### config.mk
export PLATFORM = sky130hd
export DESIGN_NAME = am_lock_top
export DESIGN_NICKNAME = d
export VERILOG_FILES = /design/src/verilog/am_lock_pkg.sv /design/src/verilog/am_block_counter.sv /design/src/verilog/am_lock_fsm.sv /design/src/verilog/am_lock_top.sv /design/src/verilog/am_pattern_matcher.sv
export SDC_FILE = /design/constraint.sdc
export NUM_CORES = 1
export LEC_CHECK = 0
export ABC_AREA = 1
export BUFFER_PORTS_ARGS = -buffer_cell sky130_fd_sc_hd__buf_2
export CORE_AREA = 8 8 163 127
export CTS_CLUSTER_DIAMETER = 100
export DETAILED_ROUTE_END_ITERATION = 6
export DIE_AREA = 0 0 171 135
export PLACE_DENSITY = 0.72
export SKIP_LAST_GASP = 1
export SLEW_MARGIN = 20
export SYNTH_ARGS = -nofsm -noshare
export SYNTH_HDL_FRONTEND = slang
export SYNTH_SLANG_ARGS = --single-unit
### constraint.sdc
create_clock -name tb_clock -period 7.8 [get_ports tb_clock]
set_clock_uncertainty 0.2 [all_clocks]
set_input_delay 0.78 -clock tb_clock [delete_from_list [all_inputs] [get_ports tb_clock]]
set_output_delay 0.78 -clock tb_clock [all_outputs]
set_load 0.05 [all_outputs]
### src/verilog/am_lock_pkg.sv
package am_lock_pkg;

        // Coded block and lane geometry
        localparam int NB_CODED_BLOCK   = 66;
        localparam int N_LANES          = 20;
        localparam int NB_LANE_ID       = 5;

        // Blocks from one marker to the next, counting the marker itself
        // The standard value is 16384, kept small here for short runs
        localparam int AM_PERIOD        = 10;
        localparam int NB_AM_COUNT      = 14;

        // Widths of the run-time thresholds and of the error count
        localparam int NB_INV_AM        = 4;
        localparam int NB_VAL_AM        = 5;
        localparam int NB_ERROR_COUNTER = 16;

        // A marker block is sync, M0 M1 M2, BIP3, ~M0 ~M1 ~M2, BIP7 from the MSB down
        localparam int NB_AM_MARKER     = 24;
        localparam int AM_MARK_LSB      = 40;
        localparam int AM_INV_LSB       = 8;
        localparam logic [1:0] AM_SYNC_HEADER = 2'b10;

        typedef logic [NB_CODED_BLOCK-1:0]   coded_block_t;
        typedef logic [NB_LANE_ID-1:0]       lane_id_t;
        typedef logic [NB_AM_COUNT-1:0]      am_count_t;
        typedef logic [NB_INV_AM-1:0]        inv_am_thr_t;
        typedef logic [NB_VAL_AM-1:0]        val_am_thr_t;
        typedef logic [NB_ERROR_COUNTER-1:0] error_count_t;
        typedef logic [NB_AM_MARKER-1:0]     am_marker_t;

        // Marker bytes M0, M1, M2 of each physical lane, indexed by lane number
        localparam am_marker_t AM_TABLE [N_LANES] = '{
                24'hC16821, 24'h9D718E, 24'h594BE8, 24'h4D957B, 24'hF50709,
                24'hDD14C2, 24'h9A4A26, 24'h7B4566, 24'hA02476, 24'h68C9FB,
                24'hFD6C99, 24'hB99155, 24'h5CB9B2, 24'h1AF8BD, 24'h83C7CA,
                24'h3536CD, 24'hC4314C, 24'hADD6B7, 24'h5F662A, 24'hC0F0E5
        };

        // Result of the first stage, carried with the block it belongs to
        typedef struct packed {
                logic           valid;
                logic           is_am;
                lane_id_t       lane;
                coded_block_t   block;
        } match_info_t;

        typedef enum logic [1:0] {
                ST_SEARCH,
                ST_CHECK,
                ST_LOCKED
        } lock_state_t;

endpackage

### src/verilog/am_block_counter.sv
`timescale 1ns/1ps

module am_block_counter
(
        input  logic                     tb_clock,
        input  logic                     i_rst_n,
        input  am_lock_pkg::match_info_t i_match,
        input  logic                     i_restart,
        output logic                     o_am_slot
);

        // Position of the next valid stage-one block within the marker period
        // While a valid block sits in stage one this is that block's position
        am_lock_pkg::am_count_t count;
        logic                   at_wrap;

        assign at_wrap = (count == am_lock_pkg::am_count_t'(am_lock_pkg::AM_PERIOD - 1));

        always_ff @(posedge tb_clock)
        begin
                if (!i_rst_n)
                begin
                        count <= '0;
                end
                else if (i_restart)
                begin
                        // The current block becomes position zero, so the next one is 1
                        count <= am_lock_pkg::am_count_t'(1);
                end
                else if (i_match.valid)
                begin
                        if (at_wrap)
                        begin
                                count <= '0;
                        end
                        else
                        begin
                                count <= count + 1'b1;
                        end
                end
        end

        // Position zero is where the next marker is expected
        assign o_am_slot = (count == '0);

endmodule

### src/verilog/am_lock_fsm.sv
`timescale 1ns/1ps

module am_lock_fsm
(
        input  logic                       tb_clock,
        input  logic                       i_rst_n,
        input  am_lock_pkg::match_info_t   i_match,
        input  logic                       i_am_slot,
        input  logic                       i_block_lock,
        input  am_lock_pkg::inv_am_thr_t   i_invalid_am_thr,
        input  am_lock_pkg::val_am_thr_t   i_valid_am_thr,
        output logic                       o_restart,
        output am_lock_pkg::coded_block_t  o_data,
        output logic                       o_valid,
        output am_lock_pkg::lane_id_t      o_lane_id,
        output am_lock_pkg::error_count_t  o_error_counter,
        output logic                       o_am_lock,
        output logic                       o_resync,
        output logic                       o_start_of_lane
);

        am_lock_pkg::lock_state_t   state;
        am_lock_pkg::lock_state_t   state_next;
        am_lock_pkg::lane_id_t      lane_q;
        am_lock_pkg::lane_id_t      lane_next;
        am_lock_pkg::val_am_thr_t   val_cnt;
        am_lock_pkg::val_am_thr_t   val_next;
        am_lock_pkg::inv_am_thr_t   inv_cnt;
        am_lock_pkg::inv_am_thr_t   inv_next;
        am_lock_pkg::error_count_t  err_cnt;
        am_lock_pkg::error_count_t  err_next;
        logic                       good_am;
        logic                       resync_next;
        logic                       start_next;

        // A marker of the lane captured during search
        assign good_am = i_match.is_am && (i_match.lane == lane_q);

        always_comb
        begin
                state_next  = state;
                lane_next   = lane_q;
                val_next    = val_cnt;
                inv_next    = inv_cnt;
                err_next    = err_cnt;
                resync_next = 1'b0;
                o_restart   = 1'b0;

                if (!i_block_lock)
                begin
                        // Losing block lock drops marker lock quietly, without a resync
                        state_next = am_lock_pkg::ST_SEARCH;
                end
                else if (i_match.valid)
                begin
                        case (state)
                        am_lock_pkg::ST_SEARCH:
                        begin
                                // Any marker starts a candidate alignment and realigns the counter
                                if (i_match.is_am)
                                begin
                                        lane_next  = i_match.lane;
                                        val_next   = am_lock_pkg::val_am_thr_t'(1);
                                        o_restart  = 1'b1;
                                        state_next = am_lock_pkg::ST_CHECK;
                                end
                        end
                        am_lock_pkg::ST_CHECK:
                        begin
                                if (i_am_slot)
                                begin
                                        if (good_am)
                                        begin
                                                val_next = val_cnt + 1'b1;
                                                if (val_next >= i_valid_am_thr)
                                                begin
                                                        inv_next   = '0;
                                                        state_next = am_lock_pkg::ST_LOCKED;
                                                end
                                        end
                                        else
                                        begin
                                                // Wrong lane or no marker where one was due
                                                state_next = am_lock_pkg::ST_SEARCH;
                                        end
                                end
                        end
                        am_lock_pkg::ST_LOCKED:
                        begin
                                if (i_am_slot)
                                begin
                                        if (good_am)
                                        begin
                                                inv_next = '0;
                                        end
                                        else
                                        begin
                                                inv_next = inv_cnt + 1'b1;
                                                // Error count sticks at full scale
                                                if (err_cnt != '1)
                                                begin
                                                        err_next = err_cnt + 1'b1;
                                                end
                                                if (inv_next >= i_invalid_am_thr)
                                                begin
                                                        resync_next = 1'b1;
                                                        state_next  = am_lock_pkg::ST_SEARCH;
                                                end
                                        end
                                end
                        end
                        default:
                        begin
                                state_next = am_lock_pkg::ST_SEARCH;
                        end
                        endcase
                end

                // Marks the lane's marker whenever lock holds after it, the locking one included
                start_next = i_match.valid && i_am_slot && good_am &&
                             (state_next == am_lock_pkg::ST_LOCKED);
        end

        always_ff @(posedge tb_clock)
        begin
                if (!i_rst_n)
                begin
                        state           <= am_lock_pkg::ST_SEARCH;
                        lane_q          <= '0;
                        val_cnt         <= '0;
                        inv_cnt         <= '0;
                        err_cnt         <= '0;
                        o_valid         <= 1'b0;
                        o_resync        <= 1'b0;
                        o_start_of_lane <= 1'b0;
                end
                else
                begin
                        state           <= state_next;
                        lane_q          <= lane_next;
                        val_cnt         <= val_next;
                        inv_cnt         <= inv_next;
                        err_cnt         <= err_next;
                        o_valid         <= i_match.valid;
                        o_resync        <= resync_next;
                        o_start_of_lane <= start_next;
                end
        end

        // Data leaves on the same edge as the status it caused
        always_ff @(posedge tb_clock)
        begin
                if (i_match.valid)
                begin
                        o_data <= i_match.block;
                end
        end

        assign o_am_lock       = (state == am_lock_pkg::ST_LOCKED);
        assign o_lane_id       = lane_q;
        assign o_error_counter = err_cnt;

endmodule

### src/verilog/am_lock_top.sv
`timescale 1ns/1ps

module am_lock_top
(
        input  logic                       tb_clock,
        input  logic                       i_rst_n,
        input  logic                       i_enable,
        input  logic                       i_valid,
        input  logic                       i_block_lock,
        input  am_lock_pkg::coded_block_t  i_data,
        input  am_lock_pkg::inv_am_thr_t   i_invalid_am_thr,
        input  am_lock_pkg::val_am_thr_t   i_valid_am_thr,
        output am_lock_pkg::coded_block_t  o_data,
        output logic                       o_valid,
        output am_lock_pkg::lane_id_t      o_lane_id,
        output am_lock_pkg::error_count_t  o_error_counter,
        output logic                       o_am_lock,
        output logic                       o_resync,
        output logic                       o_start_of_lane
);

        // Stage-one result shared by the counter and the FSM
        am_lock_pkg::match_info_t match;
        logic                     am_slot;
        logic                     restart;

        am_pattern_matcher u_matcher
        (
                .tb_clock       (tb_clock),
                .i_rst_n        (i_rst_n),
                .i_enable       (i_enable),
                .i_valid        (i_valid),
                .i_block_lock   (i_block_lock),
                .i_data         (i_data),
                .o_match        (match)
        );

        // The FSM realigns the counter on the marker that starts a search hit
        am_block_counter u_counter
        (
                .tb_clock       (tb_clock),
                .i_rst_n        (i_rst_n),
                .i_match        (match),
                .i_restart      (restart),
                .o_am_slot      (am_slot)
        );

        am_lock_fsm u_fsm
        (
                .tb_clock               (tb_clock),
                .i_rst_n                (i_rst_n),
                .i_match                (match),
                .i_am_slot              (am_slot),
                .i_block_lock           (i_block_lock),
                .i_invalid_am_thr       (i_invalid_am_thr),
                .i_valid_am_thr         (i_valid_am_thr),
                .o_restart              (restart),
                .o_data                 (o_data),
                .o_valid                (o_valid),
                .o_lane_id              (o_lane_id),
                .o_error_counter        (o_error_counter),
                .o_am_lock              (o_am_lock),
                .o_resync               (o_resync),
                .o_start_of_lane        (o_start_of_lane)
        );

endmodule

### src/verilog/am_pattern_matcher.sv
`timescale 1ns/1ps

module am_pattern_matcher
(
        input  logic                      tb_clock,
        input  logic                      i_rst_n,
        input  logic                      i_enable,
        input  logic                      i_valid,
        input  logic                      i_block_lock,
        input  am_lock_pkg::coded_block_t i_data,
        output am_lock_pkg::match_info_t  o_match
);

        // A block is only taken in while the lane has block lock and the path is enabled
        logic                           accept;
        logic                           sync_ok;
        logic [am_lock_pkg::N_LANES-1:0] hit;
        am_lock_pkg::lane_id_t          hit_lane;

        // Stage registers
        logic                           valid_q;
        logic                           is_am_q;
        am_lock_pkg::lane_id_t          lane_q;
        am_lock_pkg::coded_block_t      block_q;

        assign accept = i_valid & i_enable & i_block_lock;

        // Compare against every lane's marker in parallel
        // The BIP bytes 3 and 7 carry parity and take no part in the match
        always_comb
        begin
                sync_ok = (i_data[am_lock_pkg::NB_CODED_BLOCK-1 -: 2] ==
                           am_lock_pkg::AM_SYNC_HEADER);
                for (int k = 0; k < am_lock_pkg::N_LANES; k++)
                begin
                        hit[k] = sync_ok &&
                                 (i_data[am_lock_pkg::AM_MARK_LSB +: am_lock_pkg::NB_AM_MARKER] ==
                                  am_lock_pkg::AM_TABLE[k]) &&
                                 (i_data[am_lock_pkg::AM_INV_LSB +: am_lock_pkg::NB_AM_MARKER] ==
                                  ~am_lock_pkg::AM_TABLE[k]);
                end
        end

        // The markers are all distinct, so at most one bit of hit is set
        always_comb
        begin
                hit_lane = '0;
                for (int k = 0; k < am_lock_pkg::N_LANES; k++)
                begin
                        if (hit[k])
                        begin
                                hit_lane = am_lock_pkg::lane_id_t'(k);
                        end
                end
        end

        always_ff @(posedge tb_clock)
        begin
                if (!i_rst_n)
                begin
                        valid_q <= 1'b0;
                end
                else
                begin
                        valid_q <= accept;
                end
        end

        // Payload only follows accepted blocks and is qualified by valid_q downstream
        always_ff @(posedge tb_clock)
        begin
                if (accept)
                begin
                        is_am_q <= |hit;
                        lane_q  <= hit_lane;
                        block_q <= i_data;
                end
        end

        assign o_match = '{valid: valid_q, is_am: is_am_q, lane: lane_q, block: block_q};

endmodule
; Word-level counts from Yosys, hierarchy flattened
; Index checks and enable logic that the tools add are counted.
[op_classes]
n_shift = 0
n_addsub = 4
eq_ne = 52
multipliers = 0
reduce_logical = 58
n_lt_le_gt_ge = 2
n_mux = 46
div = 0
bitwise = 8
[op_table]
columns = op, count
row1 = $eq 24x24->1 const B, 20
row2 = $eq 24x23->1 const B, 12
row3 = $eq 24x22->1 const B, 5
row4 = $mux 4, 13
row5 = $logic_and 1x1->1, 44
row6 = $mux 2, 13
row7 = $eq 24x18->1 const B, 1
row8 = $eq 24x20->1 const B, 1
row9 = $eq 24x21->1 const B, 1
row10 = $reduce_or 20->1, 1
row11 = $add 16x1->16 const B, 1
row12 = $ne 16x16->1 const B, 1
row13 = $mux 5, 3
row14 = $add 14x1->14 const B, 1
row15 = $eq 14x4->1 const B, 1
row16 = $logic_not 14->1, 1
row17 = $mux 14, 1
row18 = $mux 3, 4
row19 = $reduce_and 6->1, 2
row20 = $pmux 5 s2, 1
row21 = $mux 1, 9
row22 = $ne 2x1->1 const B, 4
row23 = $pmux 4 s2, 1
row24 = $reduce_and 7->1, 1
row25 = 17 further kinds, 28
[totals]
out_inout_bits = 91
input_bits = 80
latchBits = 0
romBits = 0
ramBits = 0
mem_count = 0
elab_cells = 187
reg_bits = 188

; Logic depth before layout (Yosys ltp)
[logic_depth]
ltp_word = 21
ltp_mapped = 16
mapped_depth_nobuf = 16

; Hierarchy
; A second synthesis with hierarchy kept.
[unflattened]
hier_cells = 989
area_unflattened_um2 = 9003.6
[by_module_without_submodules]
columns = module, instances, area_each_um2, seq_area_each_um2, cells_per_inst
row1 = am_lock_fsm, 1, 4197.8, 2682.6, 397
row2 = am_pattern_matcher, 1, 3975.1, 2182.1, 465
row3 = am_block_counter, 1, 830.8, 280.3, 127

; Worst setup path before layout
; No wires, ideal clock.
[synth_timing]
path_type = input port to flip-flop
startpoint = input i_block_lock
endpoint = register u_matcher.block_q[0], enable pin
setup_time_ns = 0.590
path_slack_ns = 1.264
cell_stages = 2
t_required_ns = 7.010
arrival_ns = 5.746
path_buffers = 0
path_cell_list = inv_1 nor3_1
[synth_via]
elab_chain_len = 1
[synth_rtl]
columns = item, line_no
row1 = start: declaration, am_lock_top.sv:9  ; input logic i_block_lock,
row2 = $and 1x1->1, am_pattern_matcher.sv:26  ; assign accept = i_valid & i_enable & i_block_lock;
row3 = via u_matcher.accept, am_pattern_matcher.sv:15  ; logic accept;
row4 = end signal: assignment, am_pattern_matcher.sv:76  ; block_q <= i_data;
row5 = end: declaration, am_pattern_matcher.sv:24  ; am_lock_pkg::coded_block_t block_q;
; The timed path passes the listed nets, and every way through them passes these cells.
; A chain may end at the register's enable or synchronous reset.

; Worst setup path in the final report
[layout_timing]
startpoint = register u_fsm.val_cnt[0]
endpoint = register u_fsm.inv_cnt[0]
[layout_via]
elab_chain_len = 4
[layout_rtl]
columns = item, line_no
row1 = start: declaration, am_lock_fsm.sv:26  ; am_lock_pkg::val_am_thr_t val_cnt;
row2 = start signal: assignment, am_lock_fsm.sv:141  ; val_cnt <= val_next;
row3 = $add 5x1->5, am_lock_fsm.sv:74  ; val_next = val_cnt + 1'b1;
row4 = $ge 5x5->1, am_lock_fsm.sv:75  ; if (val_next >= i_valid_am_thr)
row5 = $ne 2x1->1 (no line), --
row6 = $reduce_and 7->1 (no line), --
row7 = end signal: assignment, am_lock_fsm.sv:142  ; inv_cnt <= inv_next;
row8 = end: declaration, am_lock_fsm.sv:28  ; am_lock_pkg::inv_am_thr_t inv_cnt;
; Every way passes these cells.

==> impl_summary.md <==
GRT
The initial antenna violation count is 2. Across every metal layer, demand over resource in global routing totals 21.3%. The via count of the first global-routing pass is 6833. The remaining global-route overflow is 0. The first global-routing pass estimated 37600 µm of wire. Entering global routing, the biggest net connects 79 pins.

Pwr
Power spread over the standard cell area amounts to 202 nW/µm². The analysis attributes to cell leakage a power of 4.25 nW. The worst-case IR drop observed on VDD is 0.152 mV.

Floorplanning
Pin placement for this block handled approximately 170 I/O pins. The initial core utilization is 48.9%. In this run the core area contains 43 standard-cell rows. The core outline area is 18100 µm². The die extent in y is approximately 140 µm. From left edge to right edge, the die measures approximately 170 µm.

The die area is around 23000 µm².

Clock network
Once the clock tree was built, the setup fixing pass inserted 0 buffers. The number of resized instances in the post-cts repair step is 0. Buffers inserted to repair hold after CTS numbered 0. TritonCTS created 17 clock buffers. The tree is rooted in a sky130_fd_sc_hd__clkbuf_16. The clock tree from TritonCTS is built. The clock latency on the worst-skew pair is 430 ps. The number of clock sinks is 188. Counting along the longest clock path gives a buffer depth of 2.

After clock tree synthesis, the clock-pin slew on the worst setup and hold paths is ~80 ps. The H-tree was split into 4 levels.

STA
The transition time at the pin with the least slew margin is about 1000 ps. Setup repair after global routing left no endpoint under its margin. The number of endpoints with negative hold slack in the final report was 0. The final-report max-slew violation count is 0.

Adding up every negative setup slack in the final design gives 0 ps. The final setup violation count is 0. The period utilization is 35.0%. The worst setup slack after layout is ~5100 ps. In this run the tightest slew margin relative to its limit is 30.6%. The peak clock frequency supported by timing is 367 MHz. The final critical-path required period is 2730 ps.

Placed design
The last weighted congestion value of the routability-driven placer is just over 1. The placed instances occupy a cell area of 9970 µm². After legalization and detailed placement, the total HPWL measured 19500 µm. The count of buffers inserted at the top-level ports is 170. At the placement stage, the worst setup path has a slack of roughly 5100 ps.

Synthesis
The post-synthesis cell type count is 44. Summing the sequential cell areas from Yosys gives 58.2% of the chip area. After synthesis, the mean cell area works out to a little over 9 µm². In this run the biggest area consumer among cell types represents 46.9% of the synthesized area.

The Yosys step of the flow raised 0 warnings. The number of synthesized flops with an enable pin is 138. Counting instances in the post-synthesis netlist gives the leading cell types as sky130_fd_sc_hd__nand2_1, sky130_fd_sc_hd__nor2_1, sky130_fd_sc_hd__edfxtp_1, sky130_fd_sc_hd__inv_1, sky130_fd_sc_hd__nand3_1. The cell taking the most area after synthesis is sky130_fd_sc_hd__edfxtp_1. sky130_fd_sc_hd__nand2_1 is the most common cell in the netlist. Sorting the synthesized cells by area gives the leading types as sky130_fd_sc_hd__edfxtp_1, sky130_fd_sc_hd__dfxtp_1, sky130_fd_sc_hd__nand2_1, sky130_fd_sc_hd__nor2_1, sky130_fd_sc_hd__inv_1. The synthesized net count is 1042. The flip-flop cell with the highest count after synthesis is sky130_fd_sc_hd__edfxtp_1. The cell area after technology mapping is 8840 µm². After synthesis, the share of flip-flops with an asynchronous set or reset is 0%. The gate count of the mapped netlist is 947.

The number of register bits inferred by synthesis is 188.

Worst setup path
The critical path goes through ha_1 > nand2_1 > inv_1 > nand2_1 > xor2_1 > inv_1 > ha_1 > nand4_1 > or2_2 > nand4_1 > nand2_1 > nand2_1 > nand3_2 > o21ai_1 > a21oi_1. The critical path starts at u_fsm.val_cnt[0]$_SDFFE_PN0P_. Along the worst path, the maximum fanout reaches 8. The highest-delay cell along the critical path is sky130_fd_sc_hd__dfxtp_1.

In this run the critical register-to-register path is launched from u_fsm.val_cnt[0]$_SDFFE_PN0P_. The cell family contributing the most delay on the critical path is simple AND/OR/NAND/NOR gates. The delay of the slowest cell on the worst path is 410 ps. Data arrives at the worst endpoint at 2850 ps. The number of buffers and inverters on the critical path is 2.

Counting stages on the worst path, the most repeated cell is sky130_fd_sc_hd__nand2_1. The worst setup path is captured at a flip-flop. The kind of start point of the critical path is a flip-flop. The critical setup path kind is flip-flop to flip-flop. The critical path data required time is 7930 ps.

Routing
The number of nets with antenna violations after routing is 0. The remaining routing DRC violations is 0. The sum of routed wire length over all layers is 25000 µm.

Detailed routing inserted a total of 7313 vias. The number of vias per cell after detailed routing is 5.25. The detailed router finished its first iteration with 662 violations. In the final routed layout, each cell accounts on average for 18.0 µm. For this run, the detailed router's first-pass iteration total came to 5.

Cells and area
The area growth from synthesis to layout is 19.6%. The final standard cell area without fillers is 10600 µm². The share of layout cells above drive strength 1 is 21.6%. After the last flow step, the layout net total stands at 1225.

Min path
In this run the worst hold path is classified as flip-flop to flip-flop. The worst min-delay path startpoint is u_matcher.block_q[45]$_DFFE_PP_.

Run status
The flow ran to the end, and the final reports show no timing, DRC or antenna violations.

Run
The count of maximum capacitance violations is 0.
## sequential cells by signal (all words and copies together), names as in the netlist
register / flops
u_matcher.block_q: 66
u_fsm.val_cnt: 5
u_fsm.o_lane_id: 5
u_fsm.state: 2
u_matcher.lane_q: 5
u_fsm.o_valid: 1
u_counter.count: 14
u_fsm.o_data: 66
u_matcher.valid_q: 1
u_fsm.o_resync: 1
u_fsm.inv_cnt: 4
u_fsm.o_error_counter: 16
u_matcher.is_am_q: 1
u_fsm.o_start_of_lane: 1
## cell type report
type / instances / area [µm²]
diodes: 2 / 5.00
repair buffers: 171 / 858
clock buffers: 20 / 478
multi-input cells: 623 / 3170
inverters: 129 / 487
fillers: 1634 / 7510
clock inverters: 12 / 115
flip-flops and latches: 188 / 5150
well taps: 247 / 309
## path summary, 6_finish.rpt
kind | to | slack, ps | cells past startpoint
setup / recovery | u_fsm.inv_cnt[0]$_SDFFE_PN0P_ | 5070 | 15
hold / removal | u_fsm.o_data[45]$_DFFE_PP_ | 210 | 0
setup reg to reg | u_fsm.inv_cnt[0]$_SDFFE_PN0P_ | 5070 | 15
hold reg to reg | u_fsm.o_data[45]$_DFFE_PP_ | 210 | 0
## layer usage
layer	track usage (%)	share of wire, %	up-vias
li1	-	-	3583
met1	30.6	49	3376
met2	30.4	40	322
met3	6.62	9.4	32
met4	5.98	1.6	0
met5	0	0	-
## metrics by stage
step	power (mW)	cells	utilization (%)	hold slack, ps
after global placement	1.30	1358	55.1	200
after floorplan	1.23	947	-	200
after global routing	2.20	1392	58.5	222
final	2.14	1392	58.5	215
after detailed placement	1.30	1358	55.1	205
after CTS	2.15	1390	58.4	216
## report_power, final
group / internal [mW] / switching [mW] / leakage, nW / total (mW)
sequential: 1.10 / 0.0121 / 1.65 / 1.12
combinational: 0.0394 / 0.126 / 2.30 / 0.165
clock: 0.459 / 0.397 / 0.289 / 0.856
## cell families (layout without fill, tap and decap cells)
kind of cell,after synthesis,after routing,synth area share (%)
AND/OR/NAND/NOR,516,516,26.8
buffers and inverters,136,332,6.00
XOR/XNOR,21,21,2.08
AO/OA/AOI/OAI,71,71,4.79
other,0,2,0
adder cells (fa/ha/maj),15,15,2.12
flip-flops,188,188,58.2
## placed cells by master (no fill, tap or decap), drive strengths merged, types with 5 or more instances in the layout
cell	instances
a21oi	40
and3	7
buf	171
clkbuf	20
dfxtp	50
edfxtp	138
ha	15
inv	138
nand2	176
nand3	69
nand3b	5
nand4	34
nor2	153
nor3	37
nor4	24
o21ai	23
or2	7
xor2	18
Power figures use the tool's default switching activity.
